--- src/reset_sequencer.sv ---
// reset sequencer: stretches system reset and releases flash reset first
`timescale 1ns/100ps

module reset_sequencer #(
	parameter int RST_HOLD_CYCLES  = 1048575,
	parameter int FLASH_RST_CYCLES = 128
) (
	input  logic sys_clk_i,
	input  logic trigger_reset_i,
	input  logic reset_req_i,
	output logic sys_rst_o,
	output logic flash_rst_n_o
);

	localparam int HOLD_W  = $clog2(RST_HOLD_CYCLES + 1);
	localparam int FLASH_W = $clog2(FLASH_RST_CYCLES + 1);
	localparam logic [HOLD_W-1:0]  HOLD_LOAD  = HOLD_W'(RST_HOLD_CYCLES);
	localparam logic [FLASH_W-1:0] FLASH_LAST = FLASH_W'(FLASH_RST_CYCLES - 1);

	logic               rst_src;
	logic [HOLD_W-1:0]  hold_cnt_q;
	logic [HOLD_W-1:0]  hold_nxt;
	logic               sys_rst_q;
	logic [FLASH_W-1:0] flash_cnt_q;
	logic [FLASH_W-1:0] flash_nxt;
	logic               flash_rst_n_q;

	// external trigger or software/button request
	assign rst_src = trigger_reset_i | reset_req_i;

	// --------------------
	// debounce / hold counter
	// --------------------
	// reload on any source, then count down to zero
	always_comb begin
		if (rst_src)
			hold_nxt = HOLD_LOAD;
		else if (hold_cnt_q != '0)
			hold_nxt = hold_cnt_q - 1'b1;
		else
			hold_nxt = hold_cnt_q;
	end

	// --------------------
	// flash release counter
	// --------------------
	// cleared by the same sources, saturates at the last cycle
	always_comb begin
		if (rst_src)
			flash_nxt = '0;
		else if (flash_cnt_q != FLASH_LAST)
			flash_nxt = flash_cnt_q + 1'b1;
		else
			flash_nxt = flash_cnt_q;
	end

	// flags registered from the next count so release lands on the exact cycle
	always_ff @(posedge sys_clk_i) begin
		hold_cnt_q    <= hold_nxt;
		sys_rst_q     <= (hold_nxt != '0);
		flash_cnt_q   <= flash_nxt;
		flash_rst_n_q <= (flash_nxt == FLASH_LAST);
	end

	assign sys_rst_o     = sys_rst_q;
	assign flash_rst_n_o = flash_rst_n_q;

endmodule

--- config.mk ---
export PLATFORM = sky130hd
export DESIGN_NAME = reset_sequencer
export DESIGN_NICKNAME = d
export VERILOG_FILES = /design/src/reset_sequencer.sv
export SDC_FILE = /design/constraint.sdc
export NUM_CORES = 1
export LEC_CHECK = 0
export BUFFER_PORTS_ARGS = -buffer_cell sky130_fd_sc_hd__buf_2
export CAP_MARGIN = 20
export CORE_UTILIZATION = 60
export DETAILED_ROUTE_END_ITERATION = 7
export PLACE_DENSITY = 0.76
export SLEW_MARGIN = 20
export SYNTH_ARGS = -nofsm -noshare
export SYNTH_HDL_FRONTEND = slang
export SYNTH_SLANG_ARGS = --single-unit
--- constraint.sdc ---
create_clock -name sys_clk_i -period 5.8 [get_ports sys_clk_i]
set_input_delay 1.16 -clock sys_clk_i [delete_from_list [all_inputs] [get_ports sys_clk_i]]
set_output_delay 1.16 -clock sys_clk_i [all_outputs]
set_load 0.05 [all_outputs]
# Yosys cells after proc, flatten, opt, wreduce, memory -nomap -nowiden
# Cells that the tools add are included.
# Widths: inputs -> output; s select.
dict set report op_classes {
  addsub 2
  n_eq_ne 2
  n_mux 4
  n_bitwise 1
  n_reduce_logical 2
}
# operator n
set op_table {}
lappend op_table {{$mux 20} 2}
lappend op_table {{$reduce_bool 20->1} 2}
lappend op_table {{$sub 20x1->20 const B} 1}
lappend op_table {{$mux 8} 2}
lappend op_table {{$add 8x1->8 const B} 1}
lappend op_table {{$eq 8x7->1 const B} 1}
lappend op_table {{$ne 8x7->1 const B} 1}
lappend op_table {{$or 1x1->1} 1}
dict set report totals {
  register_bits 30
  in_bits 3
  output_inout_bits 2
  wordCells 15
}

# Depth between registers and ports, before layout
dict set report depth {
  word_depth 4
  depth_mapped 8
}

# Least setup slack after synthesis
# No wires, ideal clock.
dict set report synth_path {
  path_kind {in2reg}
  from {input port reset_req_i}
  to {register sys_rst_q (netlist: sys_rst_o)}
  setup_ns 0.131
  arrival_time_ns 2.370
  required_ns 5.669
  slack_ns 3.299
  cell_stages 7
  path_cell_list {or2_2 -> buf_1 -> clkbuf_1 -> nor4_1 -> nor3b_1 -> nor4_1 -> nand4_1}
}
dict set report synth_via {
  elab_chain_len 3
}
# element line
set synth_rtl {}
lappend synth_rtl {{from (decl)} 10} ;# input logic reset_req_i,
lappend synth_rtl {{$or 1x1->1} 29} ;# assign rst_src = trigger_reset_i | reset_req_i;
lappend synth_rtl {{$mux 20} 36} ;# if (rst_src)
lappend synth_rtl {{named net hold_nxt[3]} 22} ;# logic [HOLD_W-1:0] hold_nxt;
lappend synth_rtl {{$reduce_bool 20->1} 60} ;# sys_rst_q <= (hold_nxt != '0);
lappend synth_rtl {{to (signal assigned)} 60}
lappend synth_rtl {{to (decl)} 23} ;# logic sys_rst_q;
# The timed path passes the listed nets, and every way through them passes these cells.

# Final worst setup path
dict set report layout_path {
  from {register hold_cnt_q[15]}
  to {register sys_rst_q (netlist: sys_rst_o)}
}
dict set report layout_via {
  elab_chain_len 4
  word_cells_on_any_way 5
  cone_classes {add/sub (1); mux (2); reduce/logical (2)}
}
# element line
set layout_rtl {}
lappend layout_rtl {{from (decl)} 21} ;# logic [HOLD_W-1:0] hold_cnt_q;
lappend layout_rtl {{from (signal assigned)} 59} ;# hold_cnt_q <= hold_nxt;
lappend layout_rtl {{$sub 20x1->20 or $reduce_bool 20->1 (tied branches)} {39, 38}}
lappend layout_rtl {{$mux 20 *} 38} ;# else if (hold_cnt_q != '0)
lappend layout_rtl {{$mux 20 *} 36}
lappend layout_rtl {{$reduce_bool 20->1 *} 60}
# Mark *: on every way between the ends. The rest lies on a longest branch, timed or not.

==> flow_summary.json <==
{
  "drv_slew": 0,
  "area.sequential_um2": 601,
  "setup_viol": 0,
  "crit_type": "reg -> reg",
  "rsz0062_at_grt": "false",
  "die_height_um": 53.2,
  "syn_inst": 185,
  "postPlaceCellArea_um2": 1610,
  "hold_depth": 1,
  "worst_pin_slew_ps": 652,
  "via_per_inst": 6.37,
  "area_growth_pct": 6.05,
  "fill_cells": 222,
  "fin_hold_ws_ps": 512,
  "first_pass_iters": 4,
  "syn-cell-area_um2": 1570,
  "die_w_um": 53.2,
  "cts_buffers": 5,
  "path_clk_slew_ps": 100,
  "grt_max_degree": 19,
  "grt_pass1_vias": 1320,
  "cp-end-kind": "flop",
  "hp-start": "flash_cnt_q[7]",
  "portBuffers": 4,
  "cts_resized": 0,
  "gp_routability_congestion": 0.891,
  "synthArstFlopShare_pct": 0,
  "dp_hpwl_um": 2500,
  "grt_usage_pct": 28.9,
  "antenna_found_initial": 0,
  "synth_fp_nets": 191,
  "grt_busiest_layer": "met2",
  "fin_ws_ps": 3370,
  "drcViolationCount": 0,
  "yosysSeqAreaShare_pct": 38.2,
  "met1_usage_pct": 36.5,
  "grt_use_met2_pct": 41.9,
  "drive_gt1_share_pct": 13.0,
  "cts_setup_buffers": 0,
  "clkLatencyLatePin_ps": 340,
  "r2r-end": "sys_rst_o",
  "pre_cts_slack_ps": 3120,
  "cp.arrival_ps": 2650,
  "gr-total-overflow": 0,
  "max-slew-margin-rel_pct": 56.1,
  "drv_cap": 0,
  "synth_edf_count": 0,
  "period_share_pct": 41.9,
  "leakage_nw": 0.555,
  "yosysWarnings": 0,
  "num_rows": 18,
  "synth_flop_cell": "dfxtp_1",
  "r2r-start": "hold_cnt_q[15]",
  "die-area_um2": 2830,
  "skew_ps": 9.61,
  "fin_crit_ps": 2430,
  "ys_ff_latch": 30,
  "n_antenna_cell": 0,
  "via_count": 1414,
  "cts.htree.levels": 2,
  "grt_util_met3_pct": 7.76,
  "critPathMaxFanout": 6,
  "clockRootBuffer": "clkbuf_4",
  "hold_buffers": 0,
  "final_common_cell": "dfxtp_1",
  "fin_nets": 197,
  "finalHoldViolCount": 0,
  "avgSynthCellArea_um2": 8.50,
  "final_cells": 222,
  "fmax_mhz": 412,
  "core_um2": 2480,
  "synth_cell_types": 47,
  "clk_path_buf_depth": 2,
  "wl_um": 3510,
  "power_density_nw_per_um2": 210,
  "worstPathRequired_ps": 6020,
  "drt_iter0_drc": 53,
  "grt_first_pass_wirelength_um": 5730,
  "hp-class": "reg -> reg",
  "ir_worst_vdd_v": 0.000210,
  "rrSetupSlack_ps": 3370,
  "multiInputGateArea_um2": 927,
  "wl_per_cell_um": 15.8,
  "clkSinkCount": 30,
  "start_util_pct": 63.5,
  "finalSetupTns_ps": 0,
  "dpl.cell_count": 214,
  "cts_tree": "built",
  "status": "complete, no violations",
  "layout_common_cells": "dfxtp_1 (30), nand2_1 (18), nor2_1 (12)",
  "stdcell_area_um2": 1670,
  "ant_nets": 0,
  "min_to": "flash_cnt_q[6]",
  "r2r_cells": 6,
  "io_pins": 5,
  "critPathLaunchType": "flop"
}
[final cells by class]
class | count | area share [%]
well taps | 30 | 2.25
clock buffers | 7 | 3.30
flip-flops and latches | 30 | 36.0
repair buffers | 5 | 1.65
multi-input cells | 145 | 55.6
clock inverters | 1 | 0.300
inverters | 4 | 0.900
[worst max-delay path by stage]
stage                              start   endpoint  slack [ps]  depth (start not counted)
after floorplan              reset_req_i  sys_rst_o        3300                          7
after global routing      hold_cnt_q[15]  sys_rst_o        3200                          6
after detailed placement     reset_req_i  sys_rst_o        3120                          6
after global placement       reset_req_i  sys_rst_o        3200                          6
after CTS                 hold_cnt_q[15]  sys_rst_o        3400                          6
final                     hold_cnt_q[15]  sys_rst_o        3370                          6
[through the flow]
| stage | utilization (%) | total power [mW] |
|---|---|---|
| after floorplan | - | 0.220 |
| after global placement | 64.9 | 0.223 |
| after detailed placement | 64.9 | 0.223 |
| after CTS | 67.3 | 0.353 |
| after global routing | 67.3 | 0.366 |
| final | 67.3 | 0.350 |
[where the power goes]
group	switching [mW]	internal (mW)
clock	0.0726	0.0587
combinational	0.00639	0.00345
sequential	0.00138	0.207
total	0.0804	0.269
[Yosys cell counts, types with 4 or more instances]
cell	count	area, µm²
nor3_1	9	45.0
nand2_1	18	67.6
or2_2	5	31.3
nand4_1	6	37.5
nand3_1	5	25.0
nor2_1	12	45.0
or3_1	7	43.8
o21ai_0	11	55.1
xor2_1	8	70.1
a21oi_1	6	30.0
inv_1	4	15.0
clkbuf_1	4	15.0
dfxtp_1	30	601
nor4_1	7	43.8
o31ai_1	4	30.0
[per-layer routing]
layer	share of wire, %	vias up
li1	-	704
met3	9.2	7
met4	1.9	0
met1	42	631
met2	47	72
met5	0	-
[kinds of logic (layout without fill, tap and decap cells)]
family / after synthesis / in the layout / share of synthesized area [%]
buf+inv: 10 / 17 / 2.86
compound gates: 34 / 34 / 13.8
simple gates: 95 / 95 / 35.0
flops: 30 / 30 / 38.2
fa+ha+maj: 3 / 3 / 2.39
mux: 3 / 3 / 2.23
xor+xnor: 10 / 10 / 5.57
[critical path, stage by stage (launching register included)]
cell and delay, ps:
dfxtp_1 370, nor4_1 600, nand4_1 410, or3_1 450
a21oi_1 200, and4bb_1 220, nand4_1 80
[flip-flops by register name (all words and copies together), names as in the netlist]
register	flops
flash_rst_n_o	1
flash_cnt_q	8
hold_cnt_q	20
sys_rst_o	1
No activity file was read; power rests on OpenSTA's default activity.
