File: src/soc_pkg.sv
// soc shared definitions: bus types, address map and system controller registers
package soc_pkg;

	// --------------------
	// bus widths
	// --------------------
	typedef logic [31:0] wb_adr_t;
	typedef logic [31:0] wb_data_t;
	typedef logic [3:0]  wb_sel_t;

	// master side of the bus
	typedef struct packed {
		wb_adr_t  adr;
		wb_data_t dat_w;
		wb_sel_t  sel;
		logic     we;
		logic     cyc;
		logic     stb;
	} wb_req_t;

	// slave side, err only ever with ack
	typedef struct packed {
		wb_data_t dat_r;
		logic     ack;
		logic     err;
	} wb_rsp_t;

	// --------------------
	// csr bus
	// --------------------
	// upper 4 bits peripheral, lower 10 bits register word
	typedef logic [13:0] csr_adr_t;

	typedef struct packed {
		csr_adr_t adr;
		logic     we;
		wb_data_t dw;
	} csr_req_t;

	// --------------------
	// address map
	// --------------------
	typedef enum logic [1:0] {SLOT_ROM, SLOT_RAM, SLOT_CSR, SLOT_NONE} slot_t;

	// patterns on adr[30:28] resp. adr[30:29]
	localparam logic [2:0] SLOT_ROM_SEL = 3'b000;
	localparam logic [1:0] SLOT_RAM_SEL = 2'b10;
	localparam logic [1:0] SLOT_CSR_SEL = 2'b11;

	// adr[31:LOCKED_MSB] all zero means null-pointer region
	localparam int LOCKED_MSB = 18;

	// --------------------
	// system controller
	// --------------------
	localparam logic [3:0] CSR_SYSCTL = 4'd1;

	localparam logic [9:0] SYSCTL_GPIO_IN    = 10'd0;
	localparam logic [9:0] SYSCTL_GPIO_OUT   = 10'd1;
	localparam logic [9:0] SYSCTL_CONTROL    = 10'd2;
	localparam logic [9:0] SYSCTL_SYSTEM_ID  = 10'd3;
	localparam logic [9:0] SYSCTL_HARD_RESET = 10'd4;

	localparam logic [31:0] SYSTEM_ID = 32'h13004D31;

	typedef logic [7:0] led_t;
	// left, select, right
	typedef logic [2:0] btn_t;

endpackage

File: src/wb_decoder.sv
// bus decoder: routes the master to rom, ram or csr and answers unmapped slots
`timescale 1ns/100ps

module wb_decoder (
	input  logic             sys_clk_i,
	input  logic             sys_rst_i,
	input  soc_pkg::wb_req_t wb_req_i,
	input  logic             bus_errors_en_i,
	output soc_pkg::wb_rsp_t wb_rsp_o,
	output soc_pkg::wb_req_t rom_req_o,
	input  soc_pkg::wb_rsp_t rom_rsp_i,
	output soc_pkg::wb_req_t ram_req_o,
	input  soc_pkg::wb_rsp_t ram_rsp_i,
	output soc_pkg::wb_req_t csr_req_o,
	input  soc_pkg::wb_rsp_t csr_rsp_i
);

	soc_pkg::slot_t   slot;
	soc_pkg::wb_rsp_t sel_rsp;
	logic             none_ack_q;
	logic             locked;

	// --------------------
	// slot decode
	// --------------------
	// bit 31 ignored, upper half shadows lower half
	always_comb begin
		if (wb_req_i.adr[30:28] == soc_pkg::SLOT_ROM_SEL)
			slot = soc_pkg::SLOT_ROM;
		else if (wb_req_i.adr[30:29] == soc_pkg::SLOT_RAM_SEL)
			slot = soc_pkg::SLOT_RAM;
		else if (wb_req_i.adr[30:29] == soc_pkg::SLOT_CSR_SEL)
			slot = soc_pkg::SLOT_CSR;
		else
			// debug, usb, ethernet
			slot = soc_pkg::SLOT_NONE;
	end

	// shared request, stb only to the selected slave
	always_comb begin
		rom_req_o     = wb_req_i;
		ram_req_o     = wb_req_i;
		csr_req_o     = wb_req_i;
		rom_req_o.stb = wb_req_i.stb & (slot == soc_pkg::SLOT_ROM);
		ram_req_o.stb = wb_req_i.stb & (slot == soc_pkg::SLOT_RAM);
		csr_req_o.stb = wb_req_i.stb & (slot == soc_pkg::SLOT_CSR);
	end

	// --------------------
	// default responder
	// --------------------
	// zero data, one cycle ack, never twice in a row
	always_ff @(posedge sys_clk_i) begin
		if (sys_rst_i)
			none_ack_q <= 1'b0;
		else
			none_ack_q <= wb_req_i.cyc & wb_req_i.stb & ~none_ack_q
				& (slot == soc_pkg::SLOT_NONE);
	end

	// response mux, address is held until ack
	always_comb begin
		case (slot)
			soc_pkg::SLOT_ROM: sel_rsp = rom_rsp_i;
			soc_pkg::SLOT_RAM: sel_rsp = ram_rsp_i;
			soc_pkg::SLOT_CSR: sel_rsp = csr_rsp_i;
			default: begin
				sel_rsp     = '0;
				sel_rsp.ack = none_ack_q;
			end
		endcase
	end

	// --------------------
	// null-pointer error
	// --------------------
	// lowest 256 KB, full address incl. bit 31
	assign locked = (wb_req_i.adr[31:soc_pkg::LOCKED_MSB] == '0);

	// err rides on ack, read data still passed
	always_comb begin
		wb_rsp_o     = sel_rsp;
		wb_rsp_o.err = sel_rsp.err | (sel_rsp.ack & bus_errors_en_i & locked);
	end

endmodule
File: config.mk
export PLATFORM = sky130hd
export DESIGN_NAME = wb_decoder
export DESIGN_NICKNAME = d
export VERILOG_FILES = /design/src/soc_pkg.sv /design/src/wb_decoder.sv
export SDC_FILE = /design/constraint.sdc
export NUM_CORES = 1
export LEC_CHECK = 0
export BUFFER_PORTS_ARGS = -buffer_cell sky130_fd_sc_hd__buf_2
export CORE_AREA = 2 2 166 168
export DETAILED_ROUTE_END_ITERATION = 10
export DIE_AREA = 0 0 168 170
export GPL_TIMING_DRIVEN = 0
export SLEW_MARGIN = 20
export SYNTH_ARGS = -nofsm -noshare
export SYNTH_HDL_FRONTEND = slang
export SYNTH_SLANG_ARGS = --single-unit
File: constraint.sdc
create_clock -name sys_clk_i -period 1.9 [get_ports sys_clk_i]
set_input_delay 0.19 -clock sys_clk_i [delete_from_list [all_inputs] [get_ports sys_clk_i]]
set_output_delay 0.19 -clock sys_clk_i [all_outputs]
set_load 0.05 [all_outputs]
* Yosys cells after proc, flatten, opt, wreduce, memory -nomap -nowiden
Cells that the tools add are included.
** Storage, ports and cells
- Flip-flop bits (word level) :: 1
- Output and inout port bits :: 247
** Operators by class
- Equality and inequality tests :: 5
- Mux-type cells :: 4
- Bitwise gates (word level) :: 10
- Reduce and logical (&&, ||, !) cells :: 3
** Operators with widths (count)
- one-hot mux 34 bit (3 select lines) :: 1
- zero test 14 bit :: 1
- AND 1 bit :: 8
- equality test 2 bit, second input constant :: 4
- two-way mux 2 bit :: 2
- zero test 3 bit :: 1
- equality test 2 x 1 -> 1 bit, second input constant :: 1
- zero test 2 bit :: 1
- two-way mux 1 bit :: 1
- NOT 1 bit :: 1
- OR 1 bit :: 1

* Longest topological paths before layout
Gate-level depths: netlist of run 1.
- Depth after elaboration :: 9
- Gate-level depth with buffers :: 6

* Worst setup path after synthesis of run 1
No wires, ideal clock.
- Kind :: input-to-output
- Start :: in wb_req_i[69] (netlist name)
- End :: out wb_rsp_o[29] (netlist name)
- Data arrival time :: 1.887 ns
- Slack :: -0.177 ns
- Stages on the path :: 5
- Cells stage by stage :: buf_2 > buf_4 > nor2_1 > a22oi_1 > o21ai_0
** RTL lines
- start, declared :: line wb_decoder.sv:7 : input soc_pkg::wb_req_t wb_req_i,
- end, declared :: line wb_decoder.sv:9 : output soc_pkg::wb_rsp_t wb_rsp_o,

==> metrics.txt, run 1 <==
top_reg_cell synth=dfxtp_1; DR vias=3532; Top reg by flops=none_ack_q; Final Power=2.04 mW; final setup TNS=0 ns; Ports=423; Rows=60; power density cells=428 nW/um2; initial drt markers=91; Final #Nets=920; Worst EP arrival=1.57 ns; sequential area share after synthesis=0.802%; Max FO, Critical Path=10; Final Hold Fails=0; Post-DP Area=4750 um2; drt drc=0; largest registers=none_ack_q x1; P&R area growth vs syn=90.8%; Final Slew Violations=0; hpwl dp=11.4 mm; Post-Route WL=12.9 mm; hold path depth=2; die area=28600 um2; GRT Residual Overflow=0; synth top area cells=buf_4 63%, nor3b_1 8.4%, o21ai_0 5.8%; CP Data Required Time=1.71 ns; #FFs+latches synth=1; Peak VDD IR=0.146 mV; Worst-path clk slew=0 ns; Synth Instances=377; Finished Layout Cells=1083; R2R setup slack=1.18 ns; worst-margin pin slew=0.617 ns; Wirelength per Cell=11.9 um; post-synthesis instance area=2490 um2; CP Class=in -> out; hold_sp=sys_rst_i; Mapped Avg Cell Area=6.62 um2; first-pass GRT wire length=16.5 mm; initial core utilization=9.36%; post-layout instance area=4760 um2; gpl congestion=0.803; Period Utilization, post-route=92.9%; final antenna diode count=0; Final setup viols=0; max reg flops=1; post-synthesis net count=553; Worst Hold Class=in -> reg; Max-Cap Viols=0; reg2reg path depth=3; count leader, synth=buf_4; Critical R2R Capture=none_ack_q; Yosys warning count=0; Util after Layout=17.9%; Antenna Violating Nets Remaining=0; Post-synth EDFFs=0; largest net degree at the start of global routing=11; Post CTS Setup Buffer Count=0; clk_skew=0 ns; Synth cell types=24; chip width=168 um; largest area contributor in the netlist=buf_4; worst skew pair latency=0 ns; DRT Pass-1 Iters=4; share of layout cells above drive strength 1=80.2%; crit path capture type=primary output; Relative slew margins=58.9%; hold buffers post-CTS=0; core box area=26700 um2; RSZ-0062 raised after global routing=no; Leak Pwr=2.78 nW; vias per cell=3.26; top-area cell type share of the netlist area=63.5%; Die Span Y=170 um; synth cell count leaders=211 x buf_4, 36 x nand2_1, 29 x o21ai_0, 28 x a21oi_1, 28 x nor3b_1; post-synthesis async set-or-reset flop share=0%; Hold EP=none_ack_q; reg2reg start=none_ack_q; vias in the first global route=2984; fin crit period=1.76 ns; Fmax achieved=567 MHz; dpl cells=1084; status=complete, no violations; PortBufs=366; initial antenna violation count=0; Startpoint Class=input pin; Total Routing Usage GR=7.52%
==> critical path, stage by stage <==
cell and delay (ns):
buf_2 0.19, and2_2 0.32, buf_2 0.33, nand2_1 0.08, o21ai_1 0.14, buf_2 0.31
==> final cells by class <==
cell class / count / area (um2)
flip-flops and latches: 1 / 20.0
inverters: 1 / 3.75
repair buffers: 366 / 1830
multi-input cells: 146 / 806
well taps: 341 / 427
plain buffers: 228 / 1670
fillers: 3034 / 21900
==> logic make-up after synthesis <==
| logic type | count (synthesis) | share of synthesized area [%] |
|---|---|---|
| compound gates | 68 | 14.8 |
| buf+inv | 230 | 67.2 |
| flops | 1 | 0.802 |
| mux | 1 | 0.401 |
| simple gates | 77 | 16.8 |
==> report_power, final <==
part	switching, mW	internal, mW	total [mW]
Clock	0	0	0
Sequential	0.000108	0.0219	0.0220
Combinational	1.39	0.622	2.02
Total	1.39	0.644	2.04
==> repair_timing <==
action | CTS | global route
endpoints found under the hold margin | 0 | 0
gates resized for setup | 3 | 3
endpoints found under the setup margin | 31 | 6
==> per-layer routing <==
| metal | part of all wire (%) | global-route usage (%) |
|---|---|---|
| met1 | 37 | 8.43 |
| met3 | 8.3 | 0.791 |
| met5 | 0 | 0 |
| met4 | 0.81 | 0.681 |
| met2 | 53 | 15.6 |
==> how the worst max path moves through the flow <==
stage,from,depth (start not counted),endpoint
floorplan,wb_req_i[69],5,wb_rsp_o[23]
global placement,wb_req_i[68],7,wb_rsp_o[17]
detailed placement,wb_req_i[68],7,wb_rsp_o[17]
CTS,wb_req_i[67],6,wb_rsp_o[17]
global route,wb_req_i[68],6,wb_rsp_o[17]
finish,wb_req_i[68],6,wb_rsp_o[17]
==> stage by stage <==
step	worst slack (ns)	hold slack (ns)
after global routing	0.0306	0.367
after CTS	0.0523	0.362
after global placement	-0.222	0.360
final	0.135	0.357
after floorplan	0.199	0.267
after detailed placement	-0.238	0.361
==> cells in the final DEF, fill, tap and decap left out, drive strengths merged <==
cell type / synthesis / final
nor3b: 28 / 28
and3: 1 / 1
a22oi: 5 / 5
dfxtp: 1 / 1
mux2i: 1 / 1
o221ai: 1 / 1
and2: 2 / 2
nand2: 36 / 36
nor4: 2 / 2
inv: 1 / 1
nor4b: 1 / 1
clkbuf: 6 / 6
nand4: 1 / 1
a21oi: 28 / 28
nor2: 3 / 3
o211ai: 1 / 1
nor3: 2 / 2
buf: 223 / 588
or3: 1 / 1
o21ai: 33 / 33
Power figures use the tool's default switching activity.
==> run 2: changes to the inputs <==
--- a/config.mk
+++ b/config.mk
@@ -5,10 +5,11 @@
 export SDC_FILE = /design/constraint.sdc
 export NUM_CORES = 1
 export LEC_CHECK = 0
-export BUFFER_PORTS_ARGS = -buffer_cell sky130_fd_sc_hd__buf_2
-export CORE_AREA = 2 2 166 168
+export CAP_MARGIN = 20
+export CORE_AREA = 2 2 164 166
 export DETAILED_ROUTE_END_ITERATION = 10
-export DIE_AREA = 0 0 168 170
+export DIE_AREA = 0 0 166 168
+export DONT_BUFFER_PORTS = 1
 export GPL_TIMING_DRIVEN = 0
 export SLEW_MARGIN = 20
 export SYNTH_ARGS = -nofsm -noshare
==> run 2 against run 1 <==
  * First-iteration DRC count decreased by 3.3%
  * Critical path depth decreased by 2
  * Fmax shrank 2.3%
  * Via count down 32%
  * Final cell count down 34%
  * Utilization is 6.0 points lower
  * Sequential cell count did not move
  * Wire length decreased by 4.0%
  * Largest power group unchanged
  * Highest routed layer is now met5
==> metrics.txt, run 2 (synthesis gave the netlist of run 1 again) <==
status=complete, no violations (unchanged); Fmax achieved=554 MHz (was 567 MHz); GRT Residual Overflow=0 (unchanged); Die Span Y=168 um (was 170 um); DP Worst Slack=-0.367 ns (was -0.238 ns); Seq pwr share=1.3% (was 1.1%); Antenna Violating Nets Remaining=0 (unchanged); Wirelength per Cell=17.3 um (was 11.9 um); initial core utilization=9.47% (was 9.36%); Ports=423 (unchanged); Clock power frac=0% (about the same); PortBufs=0 (was 366); max reg flops=1 (unchanged); Final Power=1.74 mW (was 2.04 mW); Worst EP arrival=1.62 ns (was 1.57 ns); Psw=1.32 mW (was 1.39 mW); top routing layer in use=met5 (was met4); Final setup viols=0 (unchanged); met2 wire len=6.82 mm (was 6.89 mm); Max-Cap Viols=0 (unchanged); initial antenna violation count=5 (was 0); M1 WL=4.04 mm (was 4.83 mm); worst setup margin=0.0937 ns (was 0.135 ns); Final Hold Fails=0 (unchanged); crit path capture type=primary output (unchanged); Top reg by flops=none_ack_q (unchanged); vias per cell=3.33 (was 3.26); Worst-path clk slew=0 ns (about the same); Max FO, Critical Path=10 (unchanged); gpl congestion=0.776 (was 0.803); vias in the first global route=2244 (was 2984); die area=27900 um2 (was 28600 um2); RSZ-0062 raised after global routing=no (unchanged); Final #Nets=554 (was 920); Relative slew margins=44.2% (was 58.9%); largest registers=none_ack_q x1 (unchanged); Total Routing Usage GR=7.64% (was 7.52%); Peak VDD IR=0.130 mV (was 0.146 mV); DR vias=2388 (was 3532); worst path bufs/invs=2 (was 3); CP max stage delay=0.46 ns (was 0.33 ns); clk_skew=0 ns (unchanged); first-pass GRT wire length=15.5 mm (was 16.5 mm); P&R area growth vs syn=25.3% (was 90.8%); CP Class=in -> out (unchanged); largest net degree at the start of global routing=11 (unchanged); worst-margin pin slew=0.837 ns (was 0.617 ns); Gate power share=98.7% (was 98.9%); hpwl dp=10.8 mm (was 11.4 mm); share of layout cells above drive strength 1=68.9% (was 80.2%); Post-Route WL=12.4 mm (was 12.9 mm); slowest CP cell=clkbuf_1 (was buf_2); Worst Hold Class=in -> reg (unchanged); power density cells=558 nW/um2 (was 428 nW/um2); final antenna diode count=0 (unchanged); Rows=60 (unchanged); sw frac=75.9% (was 68.4%); CP Data Required Time=1.71 ns (about the same); Startpoint Class=input pin (unchanged); commonest cells after routing, fill and taps aside=212 x buf_4, 36 x nand2_1, 28 x nor3b_1, 28 x a21oi_1, 23 x o21ai_2 (was 376 x buf_2, 211 x buf_4, 36 x nand2_1, 32 x o21ai_1); fin crit period=1.81 ns (was 1.76 ns); Leak Pwr=1.36 nW (was 2.78 nW); worst skew pair latency=0 ns (about the same); Period Utilization, post-route=95.1% (was 92.9%); core box area=26400 um2 (was 26700 um2); hold buffers post-CTS=0 (unchanged); routed length on met3=1.27 mm (was 1.07 mm); Crit path max-delay family=compound AO/OA/AOI/OAI gates (was buffers and inverters); chip width=166 um (was 168 um); most common cell after layout, fill and taps aside=buf_4 (was buf_2); Final Slew Violations=0 (unchanged); cell internal pwr=0.419 mW (was 0.644 mW); initial drt markers=88 (was 91); Cell Chain, Critical Path=buf_2 -> clkbuf_1 -> a22oi_1 -> o221ai_4 (was buf_2 -> and2_2 -> buf_2 -> nand2_1 -> o21ai_1 -> buf_2); DRT Pass-1 Iters=4 (unchanged); drt drc=0 (unchanged)
[run 2: layout make-up]
class / instances / area (um2)
inverters: 1 / 3.75
plain buffers: 228 / 1670
fillers: 3056 / 23200
multi-input cells: 146 / 1000
flip-flops and latches: 1 / 20.0
well taps: 341 / 427
[run 2: power by group through the flow]
stage	Clock [mW]	Sequential (mW)	Combinational (mW)
after floorplan	0	0.0220	1.57
after detailed placement	0	0.0220	1.68
after global routing	0	0.0221	1.77
after CTS	0	0.0220	1.73
after global placement	0	0.0220	1.67
final	0	0.0220	1.72
[run 2: final timing paths]
kind                start     endpoint  slack [ns]  cells after the start
max          wb_req_i[69]  wb_rsp_o[0]        0.09                      4
min             sys_rst_i   none_ack_q        0.27                      1
max reg2reg    none_ack_q   none_ack_q        1.17                      3
min reg2reg    none_ack_q   none_ack_q        0.56                      3
[run 2: layer usage]
layer | GRT usage (%) | vias to the layer above
met5 | 0 | -
met4 | 1.44 | 10
met3 | 2.16 | 24
met2 | 15.6 | 247
met1 | 7.62 | 1077
li1 | - | 1030
[run 2: through the flow]
stage          cell area, um2  hold WS, ns  TNS (ns)  util, %  instances
6_report                 3130        0.271         0     11.9        717
5_1_grt                  3130        0.274         0     11.9        717
4_1_cts                  3110        0.274         0     11.8        717
3_5_place_dp             2930        0.274     -7.97     11.1        718
3_3_place_gp             2920        0.272     -8.24     11.1        718
2_1_floorplan            2490        0.267         0        -        377
[run 2: timing repair]
item,CTS,global route
gates cloned,0,0
endpoints found under the setup margin,34,6
pin swaps,0,0
gates resized for setup,41,4
setup buffers,0,0
