==> src/soc_pkg.sv <==
// soc shared definitions: bus types, address map and system controller registers
package soc_pkg;

	// --------------------
	// bus widths
	// --------------------
	typedef logic [31:0] wb_adr_t;
	typedef logic [31:0] wb_data_t;
	typedef logic [3:0]  wb_sel_t;

	// master side of the bus
	typedef struct packed {
		wb_adr_t  adr;
		wb_data_t dat_w;
		wb_sel_t  sel;
		logic     we;
		logic     cyc;
		logic     stb;
	} wb_req_t;

	// slave side, err only ever with ack
	typedef struct packed {
		wb_data_t dat_r;
		logic     ack;
		logic     err;
	} wb_rsp_t;

	// --------------------
	// csr bus
	// --------------------
	// upper 4 bits peripheral, lower 10 bits register word
	typedef logic [13:0] csr_adr_t;

	typedef struct packed {
		csr_adr_t adr;
		logic     we;
		wb_data_t dw;
	} csr_req_t;

	// --------------------
	// address map
	// --------------------
	typedef enum logic [1:0] {SLOT_ROM, SLOT_RAM, SLOT_CSR, SLOT_NONE} slot_t;

	// patterns on adr[30:28] resp. adr[30:29]
	localparam logic [2:0] SLOT_ROM_SEL = 3'b000;
	localparam logic [1:0] SLOT_RAM_SEL = 2'b10;
	localparam logic [1:0] SLOT_CSR_SEL = 2'b11;

	// adr[31:LOCKED_MSB] all zero means null-pointer region
	localparam int LOCKED_MSB = 18;

	// --------------------
	// system controller
	// --------------------
	localparam logic [3:0] CSR_SYSCTL = 4'd1;

	localparam logic [9:0] SYSCTL_GPIO_IN    = 10'd0;
	localparam logic [9:0] SYSCTL_GPIO_OUT   = 10'd1;
	localparam logic [9:0] SYSCTL_CONTROL    = 10'd2;
	localparam logic [9:0] SYSCTL_SYSTEM_ID  = 10'd3;
	localparam logic [9:0] SYSCTL_HARD_RESET = 10'd4;

	localparam logic [31:0] SYSTEM_ID = 32'h13004D31;

	typedef logic [7:0] led_t;
	// left, select, right
	typedef logic [2:0] btn_t;

endpackage

==> src/sysctl.sv <==
// system controller: gpio, bus-error enable, system id and hard reset request
`timescale 1ns/100ps

module sysctl (
	input  logic              sys_clk_i,
	input  logic              sys_rst_i,
	input  soc_pkg::csr_req_t csr_req_i,
	input  soc_pkg::btn_t     btn_i,
	output soc_pkg::wb_data_t csr_dr_o,
	output soc_pkg::led_t     led_o,
	output logic              bus_errors_en_o,
	output logic              reset_req_o
);

	soc_pkg::btn_t     btn_meta_q;
	soc_pkg::btn_t     btn_sync_q;
	soc_pkg::led_t     led_q;
	logic              errors_en_q;
	soc_pkg::wb_data_t dr_q;
	logic              sel;
	logic              wr;
	logic [9:0]        reg_idx;

	// decode
	assign sel     = (csr_req_i.adr[13:10] == soc_pkg::CSR_SYSCTL);
	assign reg_idx = csr_req_i.adr[9:0];
	assign wr      = csr_req_i.we & sel;

	// --------------------
	// button synchronizer
	// --------------------
	always_ff @(posedge sys_clk_i) begin
		btn_meta_q <= btn_i;
		btn_sync_q <= btn_meta_q;
	end

	// --------------------
	// registers
	// --------------------
	always_ff @(posedge sys_clk_i) begin
		if (sys_rst_i) begin
			led_q       <= '0;
			errors_en_q <= 1'b0;
		end else if (wr) begin
			if (reg_idx == soc_pkg::SYSCTL_GPIO_OUT)
				led_q <= csr_req_i.dw[7:0];
			// control bit 0, rest reserved
			if (reg_idx == soc_pkg::SYSCTL_CONTROL)
				errors_en_q <= csr_req_i.dw[0];
		end
	end

	// read data one cycle after the access, zero when not addressed
	always_ff @(posedge sys_clk_i) begin
		dr_q <= '0;
		if (sel) begin
			case (reg_idx)
				soc_pkg::SYSCTL_GPIO_IN:   dr_q <= {29'd0, btn_sync_q};
				soc_pkg::SYSCTL_GPIO_OUT:  dr_q <= {24'd0, led_q};
				soc_pkg::SYSCTL_CONTROL:   dr_q <= {31'd0, errors_en_q};
				soc_pkg::SYSCTL_SYSTEM_ID: dr_q <= soc_pkg::SYSTEM_ID;
				default:                   dr_q <= '0;
			endcase
		end
	end

	// hard reset on any write, or all three buttons held
	// kept combinational so sys_rst lands before the bridge ack
	assign reset_req_o = (wr & (reg_idx == soc_pkg::SYSCTL_HARD_RESET)) | (&btn_sync_q);

	assign csr_dr_o        = dr_q;
	assign led_o           = led_q;
	assign bus_errors_en_o = errors_en_q;

endmodule

==> config.mk <==
export PLATFORM = sky130hd
export DESIGN_NAME = sysctl
export DESIGN_NICKNAME = d
export VERILOG_FILES = /design/src/soc_pkg.sv /design/src/sysctl.sv
export SDC_FILE = /design/constraint.sdc
export NUM_CORES = 1
export LEC_CHECK = 0
export ABC_CLOCK_PERIOD_IN_PS = 1200
export BUFFER_PORTS_ARGS = -buffer_cell sky130_fd_sc_hd__buf_4
export CAP_MARGIN = 20
export CORE_UTILIZATION = 35
export CTS_CLUSTER_DIAMETER = 120
export CTS_CLUSTER_SIZE = 12
export DETAILED_ROUTE_END_ITERATION = 12
export PLACE_DENSITY_LB_ADDON = 0.12
export RECOVER_POWER = 50
export SETUP_SLACK_MARGIN = 0.05
export SLEW_MARGIN = 25
export SYNTH_ARGS = -nofsm -noshare
export SYNTH_HDL_FRONTEND = slang
export SYNTH_SLANG_ARGS = --single-unit
==> constraint.sdc <==
create_clock -name sys_clk_i -period 1.2 [get_ports sys_clk_i]
set_input_delay 0.06 -clock sys_clk_i [delete_from_list [all_inputs] [get_ports sys_clk_i]]
set_output_delay 0.06 -clock sys_clk_i [all_outputs]
set_load 0.02 [all_outputs]
Word level (Yosys, flattened, before mapping)
Index checks and enable logic that the tools add are counted.
Word-level totals
  bits in registers: 47
  input port bits: 52
  logic and storage cells: 18
Operators by class
  multiplexer cells: 1
  equal/unequal tests: 5
  reduce and logical (&&, ||, !) cells: 4
  bitwise gates (word level): 3
Operators with widths (count)
  one-hot mux 29 bit (4 select lines): 1
  equality test 10 x 2 -> 1 bit (second input constant): 2
  equality test 10 x 1 -> 1 bit (second input constant): 1
  equality test 10 x 3 -> 1 bit (second input constant): 1
  zero test 10 bit: 1
  equality test 4 x 1 -> 1 bit (second input constant): 1
  AND reduction 2 bit: 2
  AND reduction 3 bit: 1
  bitwise AND 1 bit: 2
  OR 1 bit: 1

Depth between registers and ports, before layout
Gate-level depths: netlist (run 1).
  depth in word-level cells: 4
  gate-level depth with buffers: 5
  mapped depth without buffers: 3

Worst setup path after synthesis (run 1)
OpenSTA, ideal clock, no wires.
  path kind: in2out
  start: in csr_req_i[33] (netlist name)
  end: out reset_req_o
  arrival: 1054 ps
  cell stages on the path: 4
  setup slack: 86 ps
  buffers on the path: 1
  path through: buf_2 -> nor4_1 -> nand3_1 -> o21ai_0
On the way
  word-level cells in the longest chain between the ends: 3
RTL lines
  start: declaration: RTL line sysctl.sv:7  | input soc_pkg::csr_req_t csr_req_i,
  equality test 10 x 3 -> 1 bit: RTL line sysctl.sv:69  | assign reset_req_o = (wr & (reg_idx == soc_pkg::SYSCTL_HARD_RESET)) | (&btn_sync_q);
  bitwise AND 1 bit: RTL line sysctl.sv:69
  OR 1 bit: RTL line sysctl.sv:69
  end: declaration: RTL line sysctl.sv:12  | output logic reset_req_o
Every way passes these cells.

Worst setup path in the final report (run 1)
  start: in csr_req_i[39] (netlist name)
  end: out reset_req_o
Same word-level chain as after synthesis.

==> flow_metrics.env, run 1 <==
export IMPL_synth_edf_count=0
export IMPL_synth_area_sq_um=1110
export IMPL_setup_violations=0
export IMPL_numPortBuffers=52
export IMPL_syn_inst=108
export IMPL_start_kind="input pin"
export IMPL_arrival_ps=1010
export IMPL_drcViolationCount=0
export IMPL_cp_required_ps=1140
export IMPL_clk_pin_slew_ps=120
export IMPL_place_congestion=0.701
export IMPL_rsz0062_at_grt="no"
export IMPL_cts_tree="yes"
export IMPL_grt_util_all_layers_pct=12.9
export IMPL_cts_root_buf="clkbuf_4"
export IMPL_ant_nets=0
export IMPL_min_path_cells=3
export IMPL_cts_htree_levels=1
export IMPL_drv_cap=0
export IMPL_fillers=279
export IMPL_worst_clock_skew_ps=5.97
export IMPL_clkSinkCount=24
export IMPL_grt_max_degree=18
export IMPL_period_minus_slack_ps=1070
export IMPL_boundaryPins=94
export IMPL_p_per_area_nw_per_um2=931
export IMPL_setup_slack_ps=126
export IMPL_synth_avg_cell_area_sq_um=10.3
export IMPL_min_period_over_period_pct=89.5
export IMPL_status="finished, final reports clean"
export IMPL_grt_overflow=0
export IMPL_ys_flop_type="dfxtp_1"
export IMPL_synth_seq_cells=24
export IMPL_vias_per_cell=4.10
export IMPL_rr_worst_depth=2
export IMPL_syn2layout_area_growth_pct=36.5
export IMPL_min_path_type="input pin to register"
export IMPL_synth_distinct_cells=21
export IMPL_cts_made_buffers=3
export IMPL_clock_fmax_mhz=931
export IMPL_cp_end_kind="output pin"
export IMPL_die_area_sq_um=3410
export IMPL_hold_viol=0
export IMPL_synth_warnings=0
export IMPL_crit_fanout=3
export IMPL_diodes=0
export IMPL_design_area_sq_um=1520
export IMPL_first_iter_violations=16
export IMPL_final_nets=216
export IMPL_core_rowCount=20
export IMPL_coreArea_sq_um=3030
export IMPL_timing_setup_tns_ps=0
export IMPL_clockBufferDepth=2
export IMPL_dp_hpwl_mm=1.60
export IMPL_power_leakage_nw=0.684
export IMPL_placed_cell_area_sq_um=1460
export IMPL_ys_seq_area_share_pct=43.1
export IMPL_grt_pass1_wl_mm=3.26
export IMPL_hold_ws_ps=9.56
export IMPL_wl_per_cell_um=10.2
export IMPL_preCtsSetupSlack_ps=8.58
export IMPL_slew_viol_final=0
export IMPL_clk_latency_ps=300
export IMPL_antenna_found_initial=0
export IMPL_drtPass1Iterations=2
export IMPL_die_h_um=58.4
export IMPL_grt_pass1_vias=762
export IMPL_critPathKind="input pin to output pin"
export IMPL_die_w_um=58.4
export IMPL_final_layout_size_suffix_gt1_share_pct=35.0
export IMPL_drt_wl_total_mm=2.12
export IMPL_peakVddDrop_uv=622
export IMPL_vias=849
export IMPL_synthArstFlopShare_pct=0
export IMPL_initial_core_util_pct=36.8
[what timing repair did]
item                                    4_1_cts  5_1_grt
hold buffers                                  4        2
endpoints found under the setup margin        0        1
gates resized for setup                       0        1
endpoints found under the hold margin         8        2
setup buffers                                 0        0
[per-stage QoR]
step	utilization, %	std cells	total power [mW]
2_1_floorplan	-	124	0.967
3_3_place_gp	48.3	197	1.01
3_5_place_dp	48.3	197	1.02
4_1_cts	50.8	205	1.43
5_1_grt	50.2	207	1.49
6_report	50.2	207	1.42
[synthesized netlist by cell type, types with 2 or more instances]
cell | number | share of area, %
nand4_1 | 2 | 1.1
and3b_1 | 2 | 1.6
mux2i_1 | 12 | 11
buf_4 | 24 | 16
nor3b_1 | 3 | 2.0
nor2_1 | 5 | 1.7
nor3_1 | 3 | 1.3
nand2b_1 | 17 | 9.5
nor4_4 | 2 | 3.8
nand3_1 | 4 | 1.8
dfxtp_1 | 24 | 43
[cells in the final DEF (no fill, tap or decap), types with 2 or more instances in the layout]
cell           count
nor2_1             5
clkbuf_1           6
nor4_4             2
dfxtp_1           24
nand3_1            4
dlygate4sd3_1      6
nor3_1             3
conb_1            17
nor3b_1            3
mux2i_1           12
clkbuf_4           6
nand2b_1          17
buf_4             46
nand4_1            2
and3b_1            2
[metal layers]
layer / vias up / share of wire, % / global-route usage, %
met3: 2 / 6.2 / 5.05
met2: 37 / 53 / 23.8
met5: - / 0 / 0
met1: 378 / 40 / 13.4
met4: 0 / 0.99 / 4.08
li1: 432 / - / -
[registers in the layout (all words and copies together) (netlist names)]
signal	count
led_o	8
csr_dr_o	9
btn_meta_q	3
bus_errors_en_o	1
btn_sync_q	3
[cell type report]
class	instances	area [sq um]	area share, %
sequential	24	480	31.6
multi-input combinational	72	490	32.2
timing repair buffer	62	455	29.9
inverter	1	3.75	0.247
clock buffer	4	36.3	2.38
tap	44	55.1	3.62
[cells by family (layout without fill, tap and decap cells)]
group                  count (synthesis)  after routing  share of synthesized area [%]
AND/OR/NAND/NOR                       41             41                           26.4
buffers and inverters                 28             67                           18.3
multiplexers                          12             12                           10.8
AO/OA/AOI/OAI                          2              2                           1.12
other                                  1             17                          0.336
flip-flops                            24             24                           43.1
[power breakdown]
part / internal [mW] / total (mW) / switching (mW)
logic: 0.0960 / 0.199 / 0.104
clock network: 0.185 / 0.406 / 0.221
registers: 0.807 / 0.811 / 0.00332
total: 1.09 / 1.42 / 0.328
[critical path, cell delays in order]
cell	delay [ps]
buf_4	120
nor4_4	290
buf_4	170
nand3_1	80
o21ai_1	140
buf_4	160
[final timing paths]
| path | start | endpoint | slack [ps] |
|---|---|---|---|
| max reg2reg | led_o[0]$_SDFFE_PP0P_ | csr_dr_o[0]$_SDFF_PP0_ | 390 |
| max | csr_req_i[39] | reset_req_o | 130 |
| min | csr_req_i[7] | led_o[7]$_SDFFE_PP0P_ | 10 |
| min reg2reg | btn_meta_q[2]$_DFF_P_ | btn_sync_q[2]$_DFF_P_ | 340 |
Power figures use the tool's default switching activity.
==> run 2: changes to the inputs <==
--- a/config.mk
+++ b/config.mk
@@ -8,11 +8,12 @@
 export ABC_CLOCK_PERIOD_IN_PS = 1200
 export BUFFER_PORTS_ARGS = -buffer_cell sky130_fd_sc_hd__buf_4
 export CAP_MARGIN = 20
+export CORE_MARGIN = 5
 export CORE_UTILIZATION = 35
 export CTS_CLUSTER_DIAMETER = 120
 export CTS_CLUSTER_SIZE = 12
 export DETAILED_ROUTE_END_ITERATION = 12
-export PLACE_DENSITY_LB_ADDON = 0.12
+export PLACE_DENSITY_LB_ADDON = 0.3
 export RECOVER_POWER = 50
 export SETUP_SLACK_MARGIN = 0.05
 export SLEW_MARGIN = 25
==> flow_metrics.env, run 2 (synthesized netlist as in run 1, its figures left out) <==
export IMPL_status="finished, final reports clean"
export IMPL_rsz0062_at_grt="no"
export IMPL_clockBufferDepth=2
export IMPL_p_per_area_nw_per_um2=899
export IMPL_routed_top_layer="met4"
export IMPL_antenna_found_initial=0
export IMPL_cpLargestDelayFamily="flip-flops"
export IMPL_design_area_sq_um=1490
export IMPL_layout_cells_most_common_list="buf_4, dfxtp_1, nand2b_1, conb_1, mux2i_1"
export IMPL_layout_commonest_cell="buf_4"
export IMPL_clk_pin_slew_ps=120
export IMPL_core_rowCount=20
export IMPL_crit_fanout=2
export IMPL_met3WireLength_um=221
export IMPL_vias=857
export IMPL_syn2layout_area_growth_pct=33.2
export IMPL_clk_latency_ps=300
export IMPL_vias_per_cell=4.20
export IMPL_slew_viol_final=0
export IMPL_grt_max_degree=18
export IMPL_met2_length_mm=1.25
export IMPL_setup_violations=0
export IMPL_power_leakage_nw=0.650
export IMPL_peakVddDrop_uv=439
export IMPL_die_w_um=66.4
export IMPL_clkSinkCount=24
export IMPL_timing_setup_tns_ps=0
export IMPL_post_cts_repair_setup_buffers=0
export IMPL_critPathKind="register to output pin"
export IMPL_start_kind="register"
export IMPL_fillers=299
export IMPL_clock_fmax_mhz=968
export IMPL_die_area_sq_um=4410
export IMPL_cp_buffers_inverters=1
export IMPL_wirelength_met1_um=885
export IMPL_drtPass1Iterations=4
export IMPL_min_path_type="input pin to register"
export IMPL_initial_core_util_pct=36.5
export IMPL_ant_nets=0
export IMPL_cp_end_kind="output pin"
export IMPL_drcViolationCount=0
export IMPL_diodes=0
export IMPL_cts_root_buf="clkbuf_4"
export IMPL_wl_per_cell_um=11.6
export IMPL_critPathSlowestCell="dfxtp_1"
export IMPL_slowest_delay_ps=350
export IMPL_first_iter_violations=14
export IMPL_final_nets=214
export IMPL_final_layout_size_suffix_gt1_share_pct=32.5
export IMPL_coreArea_sq_um=3050
export IMPL_arrival_ps=970
export IMPL_cts_made_buffers=3
export IMPL_path_cells="nand3_1, o21ai_1, buf_4"
export IMPL_drt_wl_total_mm=2.37
export IMPL_hold_viol=0
export IMPL_largest_register_ff_count=9
export IMPL_grt_pass1_vias=826
export IMPL_cts_htree_levels=1
export IMPL_worst_clock_skew_ps=6.82
export IMPL_boundaryPins=94
export IMPL_cts_tree="yes"
export IMPL_grt_overflow=0
export IMPL_place_congestion=0.766
export IMPL_drv_cap=0
export IMPL_period_minus_slack_ps=1030
export IMPL_min_period_over_period_pct=86.1
export IMPL_grt_pass1_wl_mm=3.57
export IMPL_cp_required_ps=1140
export IMPL_placed_cell_area_sq_um=1460
export IMPL_die_h_um=66.4
export IMPL_numPortBuffers=52
export IMPL_grt_util_all_layers_pct=10.7
[run 2: cell types whose count changed in the layout (fill, tap and decap cells not counted), sizes merged]
cell	change
dlygate4sd3	-2
buf	-4
clkbuf	+3
[run 2: worst paths after layout]
kind | startpoint | to | slack (ps) | cells after the start
setup / recovery | btn_sync_q[0]$_DFF_P_ | reset_req_o | 170 | 3
hold / removal | csr_req_i[3] | led_o[3]$_SDFFE_PP0P_ | 10 | 3
setup reg to reg | led_o[0]$_SDFFE_PP0P_ | csr_dr_o[0]$_SDFF_PP0_ | 410 | 2
hold reg to reg | btn_meta_q[2]$_DFF_P_ | btn_sync_q[2]$_DFF_P_ | 340 | 0
[run 2: layout make-up]
cell class	count	area, sq um	area share (%)
repair buffers	60	432	29.1
flip-flops and latches	24	482	32.4
inverters	1	3.75	0.253
well taps	44	55.1	3.71
multi-input cells	72	490	33.0
clock buffers	3	22.5	1.52
[run 2: stage by stage]
stage / setup slack, ps / power (mW) / instances / utilization, % / hold slack [ps]
floorplan: 86.4 / 0.967 / 124 / - / 87.7
global placement: 12.0 / 1.01 / 197 / 47.9 / 165
detailed placement: -26.3 / 1.02 / 197 / 47.9 / 166
CTS: 129 / 1.36 / 204 / 50.0 / 3.19
global route: 73.8 / 1.40 / 204 / 48.6 / 21.8
finish: 167 / 1.34 / 204 / 48.6 / 14.7
[run 2: power by group]
part	switching, mW	leakage [nW]	internal (mW)
clock network	0.212	0.0138	0.117
logic	0.104	0.441	0.0917
registers	0.00362	0.196	0.808
[run 2: repair_timing]
| action | in CTS | in global routing |
|---|---|---|
| endpoints found under the setup margin | 0 | 1 |
| resized for setup | 0 | 2 |
| hold endpoints to repair | 8 | 0 |
| hold buffers | 4 | 0 |
[run 2: routing by layer]
layer	GRT usage, %	vias to the layer above
met4	3.05	0
met5	0	-
met2	20.0	46
met1	11.6	379
li1	-	430
met3	2.89	2
[run 2: worst reg2reg max path: stages (launching register included)]
cell,delay (ps)
dfxtp_1,380
mux2i_1,100
a211oi_1,230
